[src/hdl/busPkg.sv]
package busPkg;

	//////////////////////////////////////////////////
	// Bus widths
	//////////////////////////////////////////////////

	localparam int AddrWidth = 18;
	localparam int DataWidth = 16;
	localparam int PaceWidth = 4;

	typedef logic [AddrWidth-1:0] memAddrT;
	typedef logic [DataWidth-1:0] memValueT;
	typedef logic [PaceWidth-1:0] paceDivT;

	//////////////////////////////////////////////////
	// CPU access and chip pin groups
	//////////////////////////////////////////////////

	// One access from the CPU side, held until done
	typedef struct packed {
		logic rd;
		logic wr;
		memAddrT addr;
		memValueT value;
	} memReqT;

	// All active low
	typedef struct packed {
		logic en;
		logic oe;
		logic we;
	} sramPinsT;

	typedef struct packed {
		logic rdn;
		logic wrn;
	} uartPinsT;

	//////////////////////////////////////////////////
	// Controller steps
	//////////////////////////////////////////////////

	typedef enum logic [3:0] {
		Idle    = 4'h0,
		UartRd1 = 4'h1,
		UartRd2 = 4'h2,
		UartRd3 = 4'h3,
		UartRd4 = 4'h4,
		UartWr1 = 4'h5,
		UartWr2 = 4'h6,
		UartWr3 = 4'h7,
		UartWr4 = 4'h8,
		UartWr5 = 4'h9,
		RamRd1  = 4'hA,
		RamRd3  = 4'hB,
		RamWr1  = 4'hC,
		RamWr2  = 4'hD,
		RamWr3  = 4'hE
	} busStateT;

endpackage

[src/hdl/busPaceRegs.sv]
module busPaceRegs #(
	parameter busPkg::paceDivT ResetDiv = 4'd1
) (
	input  logic clk,
	input  logic rst,
	input  logic cfgWrite,
	input  busPkg::paceDivT cfgDiv,
	output logic tick
);

	import busPkg::*;

	paceDivT div;
	paceDivT cnt;
	logic cntZero;

	//////////////////////////////////////////////////
	// Divider register
	//////////////////////////////////////////////////

	// Reloadable at run time from the config port
	always_ff @(posedge clk or negedge rst) begin
		if (!rst) begin
			div <= ResetDiv;
		end else if (cfgWrite) begin
			div <= cfgDiv;
		end
	end

	//////////////////////////////////////////////////
	// Down-counter
	//////////////////////////////////////////////////

	assign cntZero = (cnt == '0);

	// A new divider restarts the count, so the next tick
	// lands a full period after the write
	always_ff @(posedge clk or negedge rst) begin
		if (!rst) begin
			cnt <= ResetDiv;
		end else if (cfgWrite) begin
			cnt <= cfgDiv;
		end else if (cntZero) begin
			cnt <= div;
		end else begin
			cnt <= cnt - 1'b1;
		end
	end

	// One-cycle pulse every div+1 cycles
	assign tick = cntZero;

endmodule

[config.mk]
export PLATFORM = sky130hd
export DESIGN_NAME = busPaceRegs
export DESIGN_NICKNAME = d
export VERILOG_FILES = /design/src/hdl/busPkg.sv /design/src/hdl/busPaceRegs.sv
export SDC_FILE = /design/constraint.sdc
export NUM_CORES = 1
export LEC_CHECK = 0
export BUFFER_PORTS_ARGS = -buffer_cell sky130_fd_sc_hd__buf_2
export CORE_AREA = 3 3 40 42
export DETAILED_ROUTE_END_ITERATION = 10
export DIE_AREA = 0 0 43 45
export SETUP_SLACK_MARGIN = 0.2
export SLEW_MARGIN = 5
export SYNTH_ARGS = -nofsm -noshare
export SYNTH_HDL_FRONTEND = slang
export SYNTH_SLANG_ARGS = --single-unit
[constraint.sdc]
create_clock -name clk -period 2.2 [get_ports clk]
set_clock_uncertainty 0.15 [all_clocks]
set_input_delay 0.22 -clock clk [delete_from_list [all_inputs] [get_ports clk]]
set_output_delay 0.22 -clock clk [all_outputs]
set_load 0.01 [all_outputs]
==> After elaboration in Yosys (flattened, before gate mapping) <==
Index checks and enable logic that the tools add are counted.
{ "word_totals": {"regBits": 8, "wordCells": 6, "output_inout_bits": 1, "latch_bits": 0, "rom_bits": 0, "n_memories": 0, "ram_bits": 0} }
{ "op_classes": {"bitwise_logic": 0, "shifts": 0, "n_reduce_logical": 1, "eq_ne": 0, "n_mux": 2, "n_mul": 0, "add_sub_neg": 1, "div": 0, "magnitude_cmp": 0} }
{ "ops": {"columns": ["op", "n"], "rows": [
  ["2-to-1 mux 4 bit", 2],
  ["zero test 4 bit", 1],
  ["subtractor 4 x 1 -> 4 bit, second input constant", 1]
]} }

==> Depth between registers and ports, before layout <==
Gate-level depths: netlist (run 1).
{ "logic_depth": {"ltp_word": 3, "mapped_depth": 5, "mapped_depth_nobuf": 5} }

==> Least setup slack after synthesis (run 1) <==
No wires, ideal clock.
{ "synth_path": {"kind": "register -> register", "start": "register cnt[0]", "end": "register cnt[0]", "required_time_ns": 1.982, "setup_time_ns": 0.068, "path_buffers": 0, "path_stages_with_launch": 6, "period_less_slack_ns": 1.519, "slack_ns": 0.681, "arrival_ns": 1.301, "path_cell_list": "dfstp_2 inv_1 ha_1 nor3b_4 or2_1 a2bb2oi_2"} }
{ "synth_between": {"elab_chain_cells": 3, "elab_cells_between_ends": 4, "classes_between": "add/sub (1); mux (2); reduce/logical (1)"} }
{ "synth_rtl": {"columns": ["item", "line_no", "text"], "rows": [
  ["start, declared", "busPaceRegs.sv:14", "paceDivT cnt;"],
  ["start signal, assigned", "busPaceRegs.sv:40", "cnt <= ResetDiv;"],
  ["start signal, assigned", "busPaceRegs.sv:42", "cnt <= cfgDiv;"],
  ["start signal, assigned", "busPaceRegs.sv:44", "cnt <= div;"],
  ["zero test 4 bit", "busPaceRegs.sv:34", "assign cntZero = (cnt == '0);"],
  ["via tick", "busPaceRegs.sv:8", "output logic tick"],
  ["2-to-1 mux 4 bit", "busPaceRegs.sv:43", "end else if (cntZero) begin"],
  ["2-to-1 mux 4 bit", "busPaceRegs.sv:41", "end else if (cfgWrite) begin"]
]} }
The timed path passes the listed nets, and every way through them passes these cells.
A chain may end at the register's enable or synchronous reset.

==> Final worst setup path (run 1) <==
{ "layout_path": {"start": "register cnt[0]", "end": "output tick"} }
{ "layout_between": {"elab_chain_cells": 1} }
{ "layout_rtl": {"columns": ["item", "line_no"], "rows": [
  ["zero test 4 bit", "busPaceRegs.sv:34"],
  ["end, declared", "busPaceRegs.sv:8"]
]} }
Every way passes these cells.

==> impl_metrics.yaml, run 1 <==
clock_network:
  clk_pin_slew_ns: 0.06
  postCtsSetupBuffers: 0
  cts_resized: 0
  holdBufCountCts: 1
  htreeDepth: 1
  cts_buffers: 3
  root_buffer: "clkbuf_4"
  clock-sinks: 8
  clk_latency_ns: 0.26
  clock_path_buffers: 2
  tritoncts: "yes"
layout:
  drive_gt1_share_pct: 32.0
  fin_util_pct: 38.3
  multi_input_area_um2: 176
  design_area_um2: 492
  nets: 59
  seq_area_um2: 203
  fill_cells: 131
  layout.cells.non_filler: 65
  mostFrequentLayoutCell: "buf_2"
  antenna_cells: 0
  final_cell_mix: "7 x buf_2, 6 x inv_1, 6 x dfrtp_1"
  areaGrowthSynthToFinish_pct: 20.2
power_and_ir_drop:
  worst_ir_drop_vdd_uv: 323
  sw_frac_of_total_pct: 27.5
  power.leakage_nw: 0.226
  p_sw_w: 0.000105
  powerDensity_nw_per_um2: 773
  power_frac_clock_pct: 31.9
  cellInternalPower_w: 0.000276
  power_frac_seq_pct: 48.9
  comb_power_share_pct: 19.1
synthesis:
  yosys_most_used_dff: "dfrtp_1"
  ys_types: 22
  ys_seq_area_share_pct: 49.5
  synthArstFlopShare_pct: 100
  synth_area_um2: 409
  syn_inst: 39
  synth_nets: 47
  syn_avg_cell_area_um2: 10.5
  synth_edf_count: 0
  ys_ff_latch: 8
  ys_warn_count: 0
route:
  vias: 311
  routedWlPerCell_um: 10.7
  vias_per_cell: 4.78
  antenna_left: 0
  dr.pass1.iters: 4
  wl_um: 695
  drtIter0Drc: 2
  drc: 0
critical_path:
  reg2reg_from: "cnt[0]$_DFF_PN1_"
  ff2ff_setup_slack_ns: 0.62
  critical_path_class: "flop to output pin"
  cp-end-kind: "output pin"
  critPathLaunch: "cnt[0]$_DFF_PN1_"
  critPathMaxFanout: 5
  worst_ep_required_time_ns: 1.83
  worst_setup_path_start_kind: "flop"
  worst_ep_arrival_time_ns: 1.41
place:
  gp_congestion: 0.708
  placed_cell_area_um2: 455
  dpl.cell_count: 60
  port_buffers: 7
die:
  dieArea_um2: 1940
  rows: 13
  start_util_pct: 31.8
  die_w_um: 43
  io_pins: 8
  core-area_um2: 1280
  fp.dieH_um: 45
global_routing:
  grt_max_degree: 13
  antenna_found_initial: 0
  grt_usage_pct: 9.24
  grt_pass1_vias: 299
  gr-total-overflow: 0
  grt_pass1_wl_mm: 1.24
sta:
  clock.fmax_mhz: 560
  rsz0062_at_grt: "no"
  layout_min_cycle_time_ns: 1.78
  finalHoldViolations: 0
  drv_slew: 0
  fin_crit_sh_pct: 81.1
  finalSetupTns_ns: 0
  setup_viol: 0
  worst_slew_pin_slew_ns: 0.322
  relSlewSlack_pct: 78.3
flow_run:
  cap_violations: 0
worst_hold_path:
  hp-class: "input pin to flop"
  hp-start: "cfgDiv[2]"
outcome:
  outcome: "finished, final reports clean"
==> critical path, cell delays in order, from the launching register on <==
cell	delay (ns)
dfstp_2	0.55
inv_1	0.05
ha_1	0.24
nor3b_4	0.19
buf_2	0.15
==> final timing paths <==
check	end	cells after the start
min in group asynchronous	cnt[2]$_DFF_PN0_	2
hold reg to reg	div[3]$_DFFE_PN0P_	2
hold / removal	cnt[2]$_DFF_PN0_	3
max in group asynchronous	cnt[0]$_DFF_PN1_	2
setup reg to reg	cnt[0]$_DFF_PN1_	5
setup / recovery	tick	4
==> power by group through the flow <==
stage	clock network, W	registers [W]	logic [W]
detailed placement	0	0.000188	0.0000723
floorplan	0	0.000185	0.0000545
global placement	0	0.000189	0.0000709
finish	0.000121	0.000186	0.0000727
global route	0.000136	0.000190	0.0000813
CTS	0.000129	0.000186	0.0000744
==> state kept, by name, summed over array words and instances (netlist names) <==
name / cells
cnt: 4
div: 4
==> through the flow <==
stage	setup WS, ns	power (W)	hold WS (ns)
after floorplan	0.681	0.000239	-0.226
after global placement	0.642	0.000260	-0.0813
after detailed placement	0.620	0.000261	-0.0802
after CTS	0.400	0.000389	0.0295
after global routing	0.320	0.000407	0.0537
final	0.415	0.000380	0.0385
==> final cells by class <==
cell class | instances | share of cell area (%)
sequential | 8 | 41.2
timing repair buffer | 8 | 9.16
multi-input combinational | 24 | 35.9
inverter | 6 | 4.58
tap | 15 | 3.82
clock buffer | 4 | 5.34
==> kinds of logic after synthesis <==
kind of cell               after synthesis  synth area share (%)
AOI/OAI and AO/OA                       11                  19.3
adders and majority gates                1                  3.06
buffers and inverters                    7                  7.34
DFF                                      8                  49.5
and+or+nand+nor                         11                  18.0
muxes                                    1                  2.75
==> layer usage <==
layer,track usage [%],vias up,share of wire [%]
li1,-,154,-
met1,11.1,144,44
met2,12.3,8,46
met3,1.20,5,4.0
met4,12.7,0,5.5
met5,0,-,0
==> cells in the mapped netlist (2+ instances only) <==
master,number,share of area [%]
a21oi_1,2,2.4
dfrtp_1,6,37
dfstp_2,2,13
inv_1,6,5.5
nand2_1,2,1.8
nor2b_1,2,3.1
o21ai_1,3,3.7
or2_1,2,3.1
Note: power is estimated with default switching activity, not from simulation.
==> run 2: changes to the inputs <==
clock period = 1.45 ns   (was 2.2 ns; I/O delays follow)
==> run 2 against run 1 <==
Net effect: the flow now finishes with violations (negative setup slack); core utilization is 8.1 points higher; hold slack better by 0.069 ns; global-route usage is 0.93 points higher; clock power is 52% higher; sequential share of layout area is 7.2 points lower; cell count is 12% higher; via count is 9.0% higher; non-clock buffer count is 8 higher; power is 67% higher; critical path type unchanged; largest cell class is now multi-input combinational cells.
==> impl_metrics.yaml, run 2 (same netlist as run 1, synthesis figures left out) <==
outcome:
  outcome: "complete, but fails checks"
  violations: "negative setup slack"
die:
  die_w_um: 43
  io_pins: 8
  start_util_pct: 31.8
  core-area_um2: 1280
  dieArea_um2: 1940
  fp.dieH_um: 45
  rows: 13
power_and_ir_drop:
  sw_frac_of_total_pct: 28.0
  power.leakage_nw: 0.265
  worst_ir_drop_vdd_uv: 379
  power_frac_seq_pct: 44.7
  comb_power_share_pct: 26.3
  cellInternalPower_w: 0.000456
  p_sw_w: 0.000177
  powerDensity_nw_per_um2: 1060
  power_frac_clock_pct: 29.0
global_routing:
  gr-total-overflow: 0
  use_met3_pct: 1.59
  grt_pass1_vias: 349
  grt_pass1_wl_mm: 1.44
  use_met1_pct: 12.2
  grt_usage_pct: 10.2
  antenna_found_initial: 0
  use_met2_pct: 15.9
  grt-busiest-layer: "met2"
  grt_max_degree: 13
route:
  drtIter0Drc: 9
  drc: 0
  dr.pass1.iters: 2
  vias: 339
  routedWlPerCell_um: 10.6
  wl_um: 773
  vias_per_cell: 4.64
  antenna_left: 0
sta:
  finalHoldViolations: 0
  drv_slew: 0
  relSlewSlack_pct: 78.1
  layout_min_cycle_time_ns: 1.56
  timing.final.ws_setup_ns: -0.105
  setup_viol: 2
  fin_crit_sh_pct: 107
  worst_slew_pin_slew_ns: 0.324
  rsz0062_at_grt: "yes"
  clock.fmax_mhz: 643
place:
  dpl.cell_count: 61
  gp_congestion: 0.682
  hpwl_um: 550
  port_buffers: 7
layout:
  fill_cells: 117
  nets: 67
  seq_area_um2: 203
  antenna_cells: 0
  areaGrowthSynthToFinish_pct: 45.6
  reg_top3: "cnt: 4 flops, div: 4 flops"
  mostFrequentLayoutCell: "buf_2"
  drive_gt1_share_pct: 44.8
  final_cell_mix: "7 x buf_2, 6 x dfrtp_1, 5 x dlygate4sd3_1"
  multi_input_area_um2: 206
  layout.cells.non_filler: 73
  fin_util_pct: 46.3
worst_hold_path:
  hp-class: "input pin to flop"
clock_network:
  cts_buffers: 3
  clk_latency_ns: 0.25
  htreeDepth: 1
  clock-sinks: 8
  clock_path_buffers: 2
  clk_pin_slew_ns: 0.06
  tritoncts: "yes"
  root_buffer: "clkbuf_4"
critical_path:
  path_cells: "inv_2 > ha_4 > nor3b_4 > buf_2"
  critPathMaxStageDelay_ns: 0.54
  cp_slowest_cell: "dfstp_2"
  worst_setup_path_start_kind: "flop"
  worst_ep_required_time_ns: 1.15
  cp-end-kind: "output pin"
  critPathMaxFanout: 2
  worst_ep_arrival_time_ns: 1.26
  critical_path_class: "flop to output pin"
flow_run:
  cap_violations: 0
## run 2: changes by cell type in the layout (fill, tap and decap cells not counted), sizes merged
cell | previous run | this run
buf | 7 | 11
dlygate4sd3 | 1 | 5
## run 2: path summary, 6_finish.rpt
kind / start / to / slack [ns] / depth (start not counted)
setup reg to reg: cnt[0]$_DFF_PN1_ / cnt[0]$_DFF_PN1_ / -0.09 / 6
min in group asynchronous: rst / cnt[1]$_DFF_PN0_ / 0.13 / 2
max in group asynchronous: rst / cnt[0]$_DFF_PN1_ / 0.79 / 2
hold / removal: cfgWrite / cnt[2]$_DFF_PN0_ / 0.11 / 2
hold reg to reg: div[3]$_DFFE_PN0P_ / div[3]$_DFFE_PN0P_ / 0.36 / 2
setup / recovery: cnt[0]$_DFF_PN1_ / tick / -0.11 / 4
## run 2: metrics by stage
step | power (W) | setup TNS, ns | instance area (um2) | worst slack (ns) | hold WS, ns
after floorplan | 0.000374 | 0 | 422 | 0.00687 | -0.301
after global placement | 0.000411 | 0 | 475 | 0.00729 | -0.154
after detailed placement | 0.000416 | -0.00835 | 475 | -0.00835 | -0.156
after CTS | 0.000635 | -0.265 | 579 | -0.119 | 0.0899
after global routing | 0.000682 | -0.423 | 596 | -0.151 | 0.111
final | 0.000634 | -0.198 | 596 | -0.105 | 0.108
## run 2: layout make-up
class                      count  share of cell area, %
timing repair buffer          16                   20.0
inverter                       6                   3.78
sequential                     8                   34.0
multi-input combinational     24                   34.7
clock buffer                   4                   4.41
tap                           15                   3.15
## run 2: layer usage
| layer | part of all wire (%) | up-vias |
|---|---|---|
| li1 | - | 172 |
| met1 | 46 | 157 |
| met2 | 48 | 8 |
| met3 | 3.6 | 2 |
| met4 | 2.3 | 0 |
| met5 | 0 | - |
## run 2: timing repair
action	in CTS	in global routing
endpoints found under the setup margin	5	5
pin swaps	4	2
resized for setup	2	3
hold buffers	5	0
hold endpoints to repair	15	0
setup buffers	2	1
## run 2: worst max-delay path, delay by kind of cell, from the launching register on
kind | cells | cell delay, ns
adder cells (fa/ha/maj) | 1 | 0.14
AND/OR/NAND/NOR | 1 | 0.15
buffers and inverters | 2 | 0.18
flip-flops | 1 | 0.54
## run 2: power by group through the flow
stage               clock network (W)  registers [W]  logic (W)
floorplan                           0       0.000281  0.0000927
global placement                    0       0.000284   0.000127
detailed placement                  0       0.000285   0.000131
CTS                          0.000193       0.000282   0.000159
global route                 0.000205       0.000289   0.000188
finish                       0.000184       0.000283   0.000167
